==> config.mk <==
export PLATFORM = sky130hd
export DESIGN_NAME = uart_com
export DESIGN_NICKNAME = d
export VERILOG_FILES = /design/src/uart_pkg.sv /design/src/uart_baud_gen.sv /design/src/uart_com.sv /design/src/uart_ctrl.sv /design/src/uart_rx.sv /design/src/uart_tx.sv
export SDC_FILE = /design/constraint.sdc
export NUM_CORES = 1
export LEC_CHECK = 0
export ABC_AREA = 1
export BUFFER_PORTS_ARGS = -buffer_cell sky130_fd_sc_hd__buf_2
export CAP_MARGIN = 20
export CORE_ASPECT_RATIO = 0.75
export CORE_UTILIZATION = 53
export CTS_BUF_LIST = sky130_fd_sc_hd__clkbuf_16
export CTS_CLUSTER_DIAMETER = 200
export DETAILED_ROUTE_END_ITERATION = 8
export HOLD_SLACK_MARGIN = 0.15
export MAX_ROUTING_LAYER = met4
export PLACE_DENSITY = 0.73
export SYNTH_ARGS = -nofsm -noshare
export SYNTH_HDL_FRONTEND = slang
export SYNTH_SLANG_ARGS = --single-unit
==> constraint.sdc <==
create_clock -name input_clk -period 1.4 [get_ports input_clk]
set_input_delay 0.14 -clock input_clk [delete_from_list [all_inputs] [get_ports input_clk]]
set_output_delay 0.14 -clock input_clk [all_outputs]
set_load 0.02 [all_outputs]
==> src/uart_pkg.sv <==
package uart_pkg;

    //////////////////////////////////////////////////
    // Bit timing
    //////////////////////////////////////////////////

    // Ticks per serial bit, the receiver samples at the middle one
    localparam int oversample = 8;

    //////////////////////////////////////////////////
    // Datapath transfers
    //////////////////////////////////////////////////

    // Byte handed from the control block to the transmitter
    typedef struct packed {
        logic       valid;
        logic [7:0] data;
    } tx_req_t;

    // One finished frame from the receiver
    typedef struct packed {
        logic       valid;
        logic       frame_err;
        logic [7:0] data;
    } rx_frame_t;

    // Sticky status seen at the top level
    typedef struct packed {
        logic data_rdy;
        logic overrun;
        logic frame_err;
    } uart_status_t;

    //////////////////////////////////////////////////
    // FSM states
    //////////////////////////////////////////////////

    typedef enum logic [1:0] {
        tx_idle,
        tx_start,
        tx_data,
        tx_stop
    } tx_state_t;

    typedef enum logic [1:0] {
        rx_idle,
        rx_start,
        rx_data,
        rx_stop
    } rx_state_t;

endpackage

==> src/uart_baud_gen.sv <==
module uart_baud_gen #(
    parameter int input_clk_khz = 100_000,
    parameter int baud_rate     = 9600
) (
    input  logic input_clk,
    input  logic reset,
    output logic tick_8x
);

    // Clocks per oversample tick
    localparam int div_ratio = (input_clk_khz * 1000) / (baud_rate * uart_pkg::oversample);
    localparam int cnt_w     = (div_ratio > 2) ? $clog2(div_ratio) : 1;
    localparam logic [cnt_w-1:0] last_count = cnt_w'(div_ratio - 1);

    logic [cnt_w-1:0] div_cnt;

    //////////////////////////////////////////////////
    // Divider
    //////////////////////////////////////////////////

    // Counts from zero after reset, so the first tick lands one full period later
    always_ff @(posedge input_clk or negedge reset) begin
        if (!reset) begin
            div_cnt <= '0;
            tick_8x <= 1'b0;
        end else begin
            if (div_cnt == last_count) begin
                div_cnt <= '0;
                tick_8x <= 1'b1;
            end else begin
                div_cnt <= div_cnt + 1'b1;
                tick_8x <= 1'b0;
            end
        end
    end

    //////////////////////////////////////////////////
    // Checks
    //////////////////////////////////////////////////

    // A ratio below 2 would leave the tick stuck high
    div_ratio_ok: assert property (
        @(posedge input_clk) disable iff (!reset)
        div_ratio >= 2
    ) else $error("uart_baud_gen: divide ratio %0d is below 2", div_ratio);

endmodule

==> src/uart_com.sv <==
module uart_com #(
    parameter int input_clk_khz = 100_000,
    parameter int baud_rate     = 9600
) (
    input  logic                   input_clk,
    input  logic                   reset,
    input  logic                   trans_en,
    input  logic                   rx,
    input  logic                   rx_read,
    input  logic                   status_clear,
    input  logic [7:0]             data_out,
    output logic                   tx,
    output logic                   tx_busy,
    output logic [7:0]             data_received,
    output uart_pkg::uart_status_t status
);

    logic                tick_8x;
    logic                tx_active;
    uart_pkg::tx_req_t   tx_req;
    uart_pkg::rx_frame_t rx_frame;

    // Shared oversample tick
    uart_baud_gen #(
        .input_clk_khz(input_clk_khz),
        .baud_rate    (baud_rate)
    ) baud_gen0 (
        .input_clk(input_clk),
        .reset    (reset),
        .tick_8x  (tick_8x)
    );

    uart_tx tx0 (
        .input_clk(input_clk),
        .reset    (reset),
        .tick_8x  (tick_8x),
        .req      (tx_req),
        .tx       (tx),
        .tx_active(tx_active)
    );

    uart_rx rx0 (
        .input_clk(input_clk),
        .reset    (reset),
        .tick_8x  (tick_8x),
        .rx       (rx),
        .frame    (rx_frame)
    );

    // Slot, receive register and status flags
    uart_ctrl ctrl0 (
        .input_clk    (input_clk),
        .reset        (reset),
        .trans_en     (trans_en),
        .data_out     (data_out),
        .rx_read      (rx_read),
        .status_clear (status_clear),
        .tx_active    (tx_active),
        .frame        (rx_frame),
        .tx_req       (tx_req),
        .tx_busy      (tx_busy),
        .data_received(data_received),
        .status       (status)
    );

endmodule

==> src/uart_ctrl.sv <==
module uart_ctrl (
    input  logic                   input_clk,
    input  logic                   reset,
    input  logic                   trans_en,
    input  logic [7:0]             data_out,
    input  logic                   rx_read,
    input  logic                   status_clear,
    input  logic                   tx_active,
    input  uart_pkg::rx_frame_t    frame,
    output uart_pkg::tx_req_t      tx_req,
    output logic                   tx_busy,
    output logic [7:0]             data_received,
    output uart_pkg::uart_status_t status
);

    logic       slot_full;
    logic [7:0] slot_data;
    logic       active_q;
    logic       accept_seen;
    logic       slot_load;
    logic       rx_capture;
    logic       rx_overrun;
    logic       rdy_flag;
    logic       overrun_flag;
    logic       frame_err_flag;

    //////////////////////////////////////////////////
    // Transmit slot
    //////////////////////////////////////////////////

    // Rising tx_active means the transmitter took the slot byte
    assign accept_seen = tx_active & ~active_q;
    // A full slot takes no new byte unless it is being emptied now
    assign slot_load   = trans_en & (~slot_full | accept_seen);

    assign tx_req.valid = slot_full;
    assign tx_req.data  = slot_data;
    assign tx_busy      = slot_full | tx_active;

    always_ff @(posedge input_clk or negedge reset) begin
        if (!reset) begin
            slot_full <= 1'b0;
            active_q  <= 1'b0;
        end else begin
            active_q <= tx_active;
            if (accept_seen) begin
                slot_full <= 1'b0;
            end
            if (slot_load) begin
                slot_full <= 1'b1;
            end
        end
    end

    always_ff @(posedge input_clk) begin
        if (slot_load) begin
            slot_data <= data_out;
        end
    end

    //////////////////////////////////////////////////
    // Receive byte and status
    //////////////////////////////////////////////////

    // A read in the same cycle frees the holding register
    assign rx_capture = frame.valid & ~frame.frame_err & (~rdy_flag | rx_read);
    assign rx_overrun = frame.valid & ~frame.frame_err & rdy_flag & ~rx_read;

    always_ff @(posedge input_clk or negedge reset) begin
        if (!reset) begin
            rdy_flag       <= 1'b0;
            overrun_flag   <= 1'b0;
            frame_err_flag <= 1'b0;
        end else begin
            if (rx_read) begin
                rdy_flag <= 1'b0;
            end
            if (status_clear) begin
                overrun_flag   <= 1'b0;
                frame_err_flag <= 1'b0;
            end
            // New events win over a clear in the same cycle
            if (rx_capture) begin
                rdy_flag <= 1'b1;
            end
            if (rx_overrun) begin
                overrun_flag <= 1'b1;
            end
            if (frame.valid && frame.frame_err) begin
                frame_err_flag <= 1'b1;
            end
        end
    end

    always_ff @(posedge input_clk) begin
        if (rx_capture) begin
            data_received <= frame.data;
        end
    end

    assign status.data_rdy  = rdy_flag;
    assign status.overrun   = overrun_flag;
    assign status.frame_err = frame_err_flag;

endmodule

==> src/uart_rx.sv <==
module uart_rx (
    input  logic                input_clk,
    input  logic                reset,
    input  logic                tick_8x,
    input  logic                rx,
    output uart_pkg::rx_frame_t frame
);

    localparam int cnt_w = $clog2(uart_pkg::oversample);
    localparam logic [cnt_w-1:0] last_tick = cnt_w'(uart_pkg::oversample - 1);
    localparam logic [cnt_w-1:0] mid_tick  = cnt_w'(uart_pkg::oversample / 2 - 1);

    uart_pkg::rx_state_t state;
    logic                rx_meta;
    logic                rx_sync;
    logic [cnt_w-1:0]    tick_cnt;
    logic [2:0]          bit_idx;
    logic [7:0]          shift_reg;
    logic                frame_valid;
    logic                frame_err;

    assign frame.valid     = frame_valid;
    assign frame.frame_err = frame_err;
    assign frame.data      = shift_reg;

    //////////////////////////////////////////////////
    // Input synchronizer
    //////////////////////////////////////////////////

    // Idles high so reset does not look like a start bit
    always_ff @(posedge input_clk or negedge reset) begin
        if (!reset) begin
            rx_meta <= 1'b1;
            rx_sync <= 1'b1;
        end else begin
            rx_meta <= rx;
            rx_sync <= rx_meta;
        end
    end

    //////////////////////////////////////////////////
    // Frame FSM
    //////////////////////////////////////////////////

    always_ff @(posedge input_clk or negedge reset) begin
        if (!reset) begin
            state       <= uart_pkg::rx_idle;
            tick_cnt    <= '0;
            bit_idx     <= '0;
            shift_reg   <= '0;
            frame_valid <= 1'b0;
            frame_err   <= 1'b0;
        end else begin
            frame_valid <= 1'b0;

            if (tick_8x) begin
                case (state)
                    uart_pkg::rx_idle: begin
                        // First low sample opens a possible frame
                        if (!rx_sync) begin
                            tick_cnt <= '0;
                            state    <= uart_pkg::rx_start;
                        end
                    end

                    uart_pkg::rx_start: begin
                        if (tick_cnt == mid_tick) begin
                            tick_cnt <= '0;
                            bit_idx  <= '0;
                            // High at mid start bit means a glitch
                            if (rx_sync) begin
                                state <= uart_pkg::rx_idle;
                            end else begin
                                state <= uart_pkg::rx_data;
                            end
                        end else begin
                            tick_cnt <= tick_cnt + 1'b1;
                        end
                    end

                    uart_pkg::rx_data: begin
                        // From here on every sample falls at mid-bit
                        if (tick_cnt == last_tick) begin
                            tick_cnt  <= '0;
                            shift_reg <= {rx_sync, shift_reg[7:1]};
                            bit_idx   <= bit_idx + 1'b1;
                            if (bit_idx == 3'd7) begin
                                state <= uart_pkg::rx_stop;
                            end
                        end else begin
                            tick_cnt <= tick_cnt + 1'b1;
                        end
                    end

                    uart_pkg::rx_stop: begin
                        if (tick_cnt == last_tick) begin
                            tick_cnt    <= '0;
                            frame_valid <= 1'b1;
                            frame_err   <= !rx_sync;
                            state       <= uart_pkg::rx_idle;
                        end else begin
                            tick_cnt <= tick_cnt + 1'b1;
                        end
                    end

                    default: begin
                        state <= uart_pkg::rx_idle;
                    end
                endcase
            end
        end
    end

    //////////////////////////////////////////////////
    // Checks
    //////////////////////////////////////////////////

    // One pulse per frame, the control block counts on it
    frame_single_pulse: assert property (
        @(posedge input_clk) disable iff (!reset)
        frame.valid |=> !frame.valid
    );

endmodule

==> src/uart_tx.sv <==
module uart_tx (
    input  logic              input_clk,
    input  logic              reset,
    input  logic              tick_8x,
    input  uart_pkg::tx_req_t req,
    output logic              tx,
    output logic              tx_active
);

    localparam int cnt_w = $clog2(uart_pkg::oversample);
    localparam logic [cnt_w-1:0] last_tick = cnt_w'(uart_pkg::oversample - 1);

    uart_pkg::tx_state_t state;
    logic [cnt_w-1:0]    tick_cnt;
    logic [2:0]          bit_idx;
    logic [7:0]          shift_reg;
    logic                bit_done;

    // Last oversample tick of the current bit
    assign bit_done = tick_8x && (tick_cnt == last_tick);

    //////////////////////////////////////////////////
    // Frame FSM
    //////////////////////////////////////////////////

    always_ff @(posedge input_clk or negedge reset) begin
        if (!reset) begin
            state     <= uart_pkg::tx_idle;
            tick_cnt  <= '0;
            bit_idx   <= '0;
            shift_reg <= '0;
            tx        <= 1'b1;
            tx_active <= 1'b0;
        end else begin
            // Per-bit tick counter, cleared at every bit boundary
            if (state != uart_pkg::tx_idle && tick_8x) begin
                if (bit_done) begin
                    tick_cnt <= '0;
                end else begin
                    tick_cnt <= tick_cnt + 1'b1;
                end
            end

            case (state)
                uart_pkg::tx_idle: begin
                    // Byte is taken on a tick so the start bit is a full bit long
                    if (tick_8x && req.valid) begin
                        shift_reg <= req.data;
                        tick_cnt  <= '0;
                        tx        <= 1'b0;
                        tx_active <= 1'b1;
                        state     <= uart_pkg::tx_start;
                    end
                end

                uart_pkg::tx_start: begin
                    if (bit_done) begin
                        bit_idx <= '0;
                        tx      <= shift_reg[0];
                        state   <= uart_pkg::tx_data;
                    end
                end

                uart_pkg::tx_data: begin
                    if (bit_done) begin
                        if (bit_idx == 3'd7) begin
                            tx    <= 1'b1;
                            state <= uart_pkg::tx_stop;
                        end else begin
                            // LSB first, next bit shifts down into place
                            shift_reg <= {1'b0, shift_reg[7:1]};
                            tx        <= shift_reg[1];
                            bit_idx   <= bit_idx + 1'b1;
                        end
                    end
                end

                uart_pkg::tx_stop: begin
                    if (bit_done) begin
                        tx_active <= 1'b0;
                        state     <= uart_pkg::tx_idle;
                    end
                end

                default: begin
                    state <= uart_pkg::tx_idle;
                end
            endcase
        end
    end

    //////////////////////////////////////////////////
    // Checks
    //////////////////////////////////////////////////

    // Line must rest at mark level between frames
    idle_line_high: assert property (
        @(posedge input_clk) disable iff (!reset)
        (state == uart_pkg::tx_idle) |-> tx
    );

endmodule
==> summary.txt, run 1 <==
Outcome
  • Status: complete, but fails checks
  • Failing checks: setup timing

Logic synthesis
  • Post-synthesis xor/xnor area fraction: 1.578%
  • Synth top area cells: dfrtp_1 39%, edfxtp_1 14%, nand2_1 12%
  • Number of distinct library cells after synthesis: 32
  • Synth warn: 0
  • Main combinational cell family by area after synthesis: simple AND/OR/NAND/NOR gates
  • Yosys top cell by area: dfrtp_1
  • Post-synthesis adder-cell area fraction: 8.268%
  • Post-Syn Instances: 346
  • Sequential share of the synthesized area: 55.88%
  • Post-synthesis mux area share: 0.6764%
  • Simple-gate area share of the yosys netlist: 21.57%
  • Compound-gate portion of the synthesized area: 6.351%
  • Mapped Area: 3329 um^2
  • Synth Register Bits: 71
  • Syn Nets: 382
  • Synth Area per Inst: 9.623 um^2
  • Yosys top cell area share: 39.08%

STA
  • Slew HR: 74.67%
  • Slew @ Worst Pin: 0.3799 ns
  • Fin Hold WS: 0.2538 ns
  • Final period util: 109.5%
  • Achievable Freq: 0.6526 GHz
  • Pins Over Slew Limit: 0
  • Setup TNS: -1.164 ns
  • Final setup fails: 17
  • Setup ws final: -0.1324 ns
  • RSZ-0062 raised after global routing: yes
  • Clk_skew: 0.004366 ns
  • Final Hold Vio Count: 0
  • Fin crit period: 1.532 ns

Power
  • Cell Pwr Density: 987.4 nW/um^2
  • Switching power: 0.8845 mW
  • Clock power frac: 49.9%
  • Maximum vdd drop: 721.6 uV
  • Leakage Power: 2.116 nW
  • Sequential power share: 48.1%
  • Comb power frac: 2.0%
  • Internal Power: 3.524 mW
  • Sw Ratio: 20.07%
  • Final Total Pwr: 4.408 mW

Placement
  • Post-DP HPWL: 4087 um
  • Placed Area: 3746 um^2
  • GPL Wtd Cong: 0.8413
  • Number of buffers inserted by port buffering: 26
  • # placed instances: 470
  • Placement Setup Slack: -0.1136 ns

Clocking
  • Clock buffer depth: 2
  • H-tree depth: 3
  • CTS tree: done
  • Clock root cell: clkbuf_16
  • CTS Buf Count: 9
  • CTS sink cnt: 71
  • Clock Latency Late Sink: 0.33 ns
  • Worst-path clk slew: 0.06 ns

Critical path
  • Worst path buffer plus inverter count: 0
  • Data arrival, critical path: 1.75 ns
  • Max incr delay on CP: 0.38 ns
  • Worst r2r dst: tx0.shift_reg[0]
  • Crit path cell chain: ha_2, ha_4, nand2_4, o21ai_4, nand2_4, nand2_1, nand2_1
  • Worst EP required: 1.62 ns
  • R2R setup slack: -0.13 ns
  • Critical path's slowest cell: dfrtp_1
  • Worst r2r path cells: 7
  • Startpoint types: flop
  • Crit Path Class: reg -> reg
  • Worst R2R Start: tx0.tick_cnt[0]
  • Worst setup EP type: flop
  • Crit path max-delay family: flip-flops
  • Worst-path maximum fanout: 5

Drt
  • Overall routed net length: 7138 um
  • Vias/cell: 5.043
  • DR WL/cell: 14.08 um
  • DR iter-0 viols: 125
  • Vias: 2557
  • 1st-pass router iterations: 4
  • Post-route DRC: 0
  • ANT nets after route: 0

Finish
  • Antenna cells: 0
  • Post-layout util: 75.08%
  • Design area: 4464 um^2
  • Final cell count without fillers: 507
  • Share of layout cells above drive strength 1: 32.40%
  • Max reg flops: 11
  • Final Net Count: 460
  • Top reg by flops: baud_gen0.div_cnt
  • Area growth from synthesis to layout: 34.08%

Global route
  • Vias in the first global route: 2395
  • Largest net degree at the start of global routing: 28
  • First-pass GRT wire length: 10740 um
  • Gr usage total: 22.32%
  • Initial antenna violation count: 0
  • GR Overflow Total: 0

Floorplanning
  • Die H: 70.64 um
  • Core Area: 5946 um^2
  • DIE AREA: 6606 um^2
  • # IOs: 27
  • Std-Cell Rows: 24
  • Starting Density: 56.00%
  • Die X: 93.52 um

Job
  • Max Cap Viol: 0

Worst hold path
  • HP Class: in -> async
## how the worst max path moves through the flow
stage / end / slack, ns / cells after the start / startpoint
detailed placement: rx0.state[0] / -0.11 / 9 / rx0.tick_cnt[1]
global route: tx0.shift_reg[0] / -0.18 / 7 / tx0.tick_cnt[1]
floorplan: tx0.bit_idx[0] / 0.01 / 6 / tx0.bit_idx[0]
global placement: rx0.state[0] / -0.04 / 9 / rx0.tick_cnt[0]
finish: tx0.shift_reg[0] / -0.13 / 7 / tx0.tick_cnt[0]
CTS: tx0.shift_reg[3] / -0.03 / 6 / tx0.bit_idx[0]
## repair_timing
item / CTS / global route
setup endpoints to repair: 25 / 39
buffers inserted: 2 / 5
pin swaps: 4 / 12
cloned: 1 / 0
resized for setup: 31 / 38
hold endpoints to repair: 65 / 0
hold buffers: 13 / 0
## logic make-up (layout without fill, tap and decap cells)
family                   after synthesis  count (layout)
AO/OA/AOI/OAI                         33              33
XOR/XNOR                               6               6
adder cells (fa/ha/maj)               22              22
buffers and inverters                 43             125
flip-flops                            71              71
multiplexers                           2               2
AND/OR/NAND/NOR                      169             170
## routing by layer
metal  global-route usage (%)  vias up  wire length (um)
met5                        -        -                 0
met4                    8.889        0               123
met3                    6.667       13               344
met2                    33.91       65              3367
met1                    28.24     1209              3302
li1                         -     1270                 -
## cell usage after synthesis
cell      number
o21ai_2        1
o21ai_1        4
buf_2          1
nor3_1         1
or2_0          1
ha_1          22
o211a_1        1
edfxtp_1      16
nand3_2        2
buf_4          5
mux2_2         2
buf_6          1
nand2_2        2
nand4_1        4
a21oi_1        7
dfstp_2        3
nand2_1      103
nand3_1       18
o21ai_4        3
o22ai_1        1
a21boi_1       1
nand2_4        2
dfrtp_1       52
inv_1         35
nor2_1        31
xnor2_1        2
nand3b_1       2
or2_2          2
inv_2          1
xor2_1         4
o21ai_0       15
nor2_2         1
## cells in the final DEF (no fill, tap or decap), types with 10 or more instances in the layout
| master | synthesis | final |
|---|---|---|
| nand2_1 | 103 | 92 |
| ha_1 | 22 | 10 |
| dfrtp_1 | 52 | 51 |
| buf_2 | 1 | 26 |
| nand3_1 | 18 | 14 |
| buf_4 | 5 | 28 |
| inv_1 | 35 | 28 |
| edfxtp_1 | 16 | 16 |
| dlygate4sd3_1 | 0 | 13 |
| nand2_2 | 2 | 12 |
| nor2_1 | 31 | 26 |
## cell type report
cell class,count,area (um^2)
Timing Repair Buffer,73,564.3
Sequential cell,71,1862
Clock inverter,7,63.81
Clock buffer,9,225.2
Tap cell,78,97.59
Inverter,36,135.1
Multi-Input combinational cell,233,1516
Fill cell,401,1481
## worst register-to-register path, cell delays in order (launching register included)
cell     delay (ns)
dfrtp_1        0.38
ha_2           0.21
ha_4           0.15
nand2_4        0.07
o21ai_4        0.32
nand2_4        0.14
nand2_1        0.10
nand2_1        0.06
## power by group through the flow
stage / Sequential, mW / Clock, mW / Combinational, mW
after global routing: 2.12 / 2.31 / 0.0981
final: 2.12 / 2.20 / 0.0870
after floorplan: 2.16 / 0 / 0.00149
after CTS: 2.12 / 2.22 / 0.0883
after global placement: 2.16 / 0 / 0.0590
after detailed placement: 2.16 / 0 / 0.0604
No activity file was read; power rests on OpenSTA's default activity.
==> run 2: changes to the inputs <==
Settings changed: ABC_AREA 1 to unset.
==> run 2 against run 1 <==
  * Via count shrank 1.0%
  * Register-to-register slack lost 0.26 ns
  * Critical path type unchanged
  * Maximum frequency shrank 15%
  * Critical path depth grew 2
  * Combinational power grew 5.9%
  * Global-route usage grew 4.9 points
  * Cell count shrank 9.9%
  * Largest cell class unchanged
  * Power grew 6.8%
  * The flow still finishes with violations (setup timing)
  * Hold slack gained 0.078 ns
  * Sequential power is essentially flat
==> summary.txt, run 2 <==
Finish
  • Final Net Count: 410 (-11%)
  • Sequential cell area: 1866 um^2 (+0.20%)
  • Area growth from synthesis to layout: 49.98%
  • Fill count: 293 (-27%)
  • Commonest non-fill, non-tap cells in the layout: 48 x dfrtp_1, 48 x buf_4, 25 x buf_2
  • Antenna cells: 0 (unchanged)
  • Post-layout util: 83.06% (+8.0 points)
  • Share of layout cells above drive strength 1: 49.08% (+17 points)
  • Multi-input gate area: 1705 um^2 (+12%)
  • Max reg flops: 11 (unchanged)
  • Top reg by flops: baud_gen0.div_cnt

Critical path
  • Worst EP required: 1.65 ns (+0.03 ns)
  • Worst setup EP type: flop
  • Crit Path Class: reg -> reg
  • Data arrival, critical path: 2.04 ns (+0.29 ns)
  • Startpoint types: flop
  • Worst R2R Start: tx0.tick_cnt[1]
  • Worst r2r dst: tx0.shift_reg[2]
  • Worst r2r path cells: 9 (+2)
  • Worst-path maximum fanout: 8 (+3)
  • R2R setup slack: -0.39 ns (-0.26 ns)

Drt
  • 1st-pass router iterations: 5 (+1)
  • Post-route DRC: 0 (unchanged)
  • Vias/cell: 5.538 (+9.8%)
  • Vias: 2531 (-1.0%)
  • ANT nets after route: 0 (unchanged)
  • DR iter-0 viols: 116 (-7.2%)
  • DR WL/cell: 18.82 um (+34%)
  • Overall routed net length: 8600 um (+20%)

Logic synthesis
  • Post-synth EDFFs: 16 (unchanged)
  • Syn Nets: 307 (-20%)
  • Count leader, synth: dfrtp_1
  • Post-Syn Instances: 271 (-22%)
  • Number of distinct library cells after synthesis: 44 (+38%)
  • Synth warn: 0 (unchanged)
  • Yosys top cell by area: dfrtp_1
  • Mapped Area: 3259 um^2 (-2.1%)
  • Synth top area cells: dfrtp_1 40%, edfxtp_1 15%, ha_1 8.4%
  • Ys async rst share: 77.46% (unchanged)
  • Most used DFF post-synth: dfrtp_1
  • Synth Area per Inst: 12.03 um^2 (+25%)
  • Yosys top cell area share: 39.92% (+0.84 points)
  • Sequential share of the synthesized area: 57.08% (+1.2 points)
  • Synth Register Bits: 71 (unchanged)
  • Synth cell count leaders: 52 x dfrtp_1, 22 x ha_1, 21 x nand2_1

Outcome
  • Status: complete, but fails checks
  • Failing checks: setup timing

Placement
  • Placement Setup Slack: -0.3090 ns (-0.1953 ns)
  • GPL Wtd Cong: 0.8570 (+1.9%)
  • Post-DP HPWL: 4458 um (+9.1%)
  • Number of buffers inserted by port buffering: 26 (unchanged)

Power
  • Cell Pwr Density: 963.0 nW/um^2 (-2.5%)
  • Maximum vdd drop: 766.2 uV (+6.2%)
  • Leakage Power: 2.144 nW (+1.3%)
  • Final Total Pwr: 4.708 mW (+6.8%)

Floorplanning
  • Die H: 69.92 um (-1.0%)
  • # IOs: 27 (unchanged)
  • DIE AREA: 6471 um^2 (-2.1%)
  • Std-Cell Rows: 24 (unchanged)
  • Die X: 92.55 um (-1.0%)
  • Core Area: 5886 um^2 (-1.0%)
  • Starting Density: 55.38% (-0.62 points)

STA
  • Final setup fails: 33 (+16)
  • Setup ws final: -0.3936 ns (-0.2612 ns)
  • Achievable Freq: 0.5575 GHz (-15%)
  • Slew HR: 77.71% (+3.0 points)
  • Clk_skew: 0.005818 ns (+0.001452 ns)
  • Final period util: 128.1% (+19 points)
  • RSZ-0062 raised after global routing: yes
  • Final Hold Vio Count: 0 (unchanged)
  • Slew @ Worst Pin: 0.3330 ns (-0.04686 ns)
  • Fin crit period: 1.794 ns (+0.2612 ns)
  • Pins Over Slew Limit: 0 (unchanged)

Global route
  • Largest net degree at the start of global routing: 41 (+46%)
  • Gr usage total: 27.23% (+4.9 points)
  • Initial antenna violation count: 0 (unchanged)
  • Vias in the first global route: 2601 (+8.6%)
  • First-pass GRT wire length: 12780 um (+19%)
  • GR Overflow Total: 0 (unchanged)

Clocking
  • CTS Buf Count: 9 (unchanged)
  • Clock buffer depth: 2 (unchanged)
  • Clock Latency Late Sink: 0.33 ns (about the same)
  • CTS sink cnt: 71 (unchanged)
  • Worst-path clk slew: 0.06 ns (about the same)
  • Clock root cell: clkbuf_16
  • CTS tree: done
  • H-tree depth: 3 (unchanged)

Job
  • Max Cap Viol: 0 (unchanged)

Worst hold path
  • HP Class: in -> async
==> run 2: per-stage QoR <==
step / cell area, um^2 / cells / hold WS, ns / setup TNS [ns]
floorplan: 3473 / 271 / -0.1556 / -2.927
global placement: 3995 / 413 / 0.1424 / -3.088
detailed placement: 3995 / 413 / 0.1604 / -4.153
CTS: 4624 / 448 / 0.3424 / -3.542
global route: 4888 / 457 / 0.3697 / -6.680
finish: 4888 / 457 / 0.3315 / -4.629
==> run 2: power breakdown <==
| group | total [mW] | switching, mW | internal, mW | leakage, nW |
|---|---|---|---|---|
| registers | 2.12 | 0.00367 | 2.12 | 0.859 |
| clock network | 2.49 | 0.910 | 1.58 | 0.155 |
| logic | 0.0921 | 0.0456 | 0.0465 | 1.13 |
==> run 2: final cells by class <==
cell class              instances  share of cell area (%)
inverters                      16                   1.382
clock buffers                   9                   4.607
clock inverters                 7                   2.124
well taps                      78                   1.996
multi-input cells             175                   34.89
flip-flops and latches         71                   38.16
repair buffers                101                   16.84
==> run 2: worst max path at each step <==
stage,from,to,slack (ns),cells past startpoint
3_5_place_dp,tx0.state[0],tx0.state[1],-0.31,6
2_1_floorplan,tx0.bit_idx[1],tx0.shift_reg[5],-0.29,7
3_3_place_gp,tx0.state[1],tx0.state[1],-0.24,6
6_report,tx0.tick_cnt[1],tx0.shift_reg[2],-0.39,9
4_1_cts,tx0.bit_idx[1],tx0.shift_reg[2],-0.32,7
5_1_grt,tx0.tick_cnt[1],tx0.shift_reg[0],-0.46,9
==> run 2: worst max-delay path: stages (launching register included) <==
cell	delay, ns
dfrtp_1	0.37
ha_2	0.20
ha_4	0.17
buf_6	0.11
nand2b_4	0.05
a2111oi_4	0.28
buf_4	0.20
buf_12	0.12
nor2_2	0.04
a21oi_2	0.15
==> run 2: cell families (layout without fill, tap and decap cells) <==
| family | Yosys count | after routing | synth area share [%] |
|---|---|---|---|
| muxes | 21 | 21 | 6.872 |
| buffers and inverters | 25 | 133 | 3.685 |
| xor gates and xnor gates | 7 | 7 | 1.881 |
| AOI/OAI and AO/OA | 39 | 39 | 8.561 |
| adders and majority gates | 22 | 22 | 8.445 |
| DFF | 71 | 71 | 57.08 |
| and+or+nand+nor | 86 | 86 | 13.47 |
==> run 2: timing repair <==
item                                   CTS  global route
buffers inserted                         5             9
cloned                                   0             1
gates resized for setup                 25            54
pin swaps                                8            23
hold buffers                            14             0
setup endpoints to repair               40            51
endpoints found under the hold margin   68             0
==> run 2: per-layer routing <==
| metal | track usage, % | up-vias | share of wire, % |
|---|---|---|---|
| li1 | - | 1165 | - |
| met1 | 32.33 | 1264 | 41 |
| met2 | 43.29 | 76 | 51 |
| met3 | 6.427 | 26 | 4.7 |
| met4 | 14.41 | 0 | 3.5 |
| met5 | - | - | 0 |
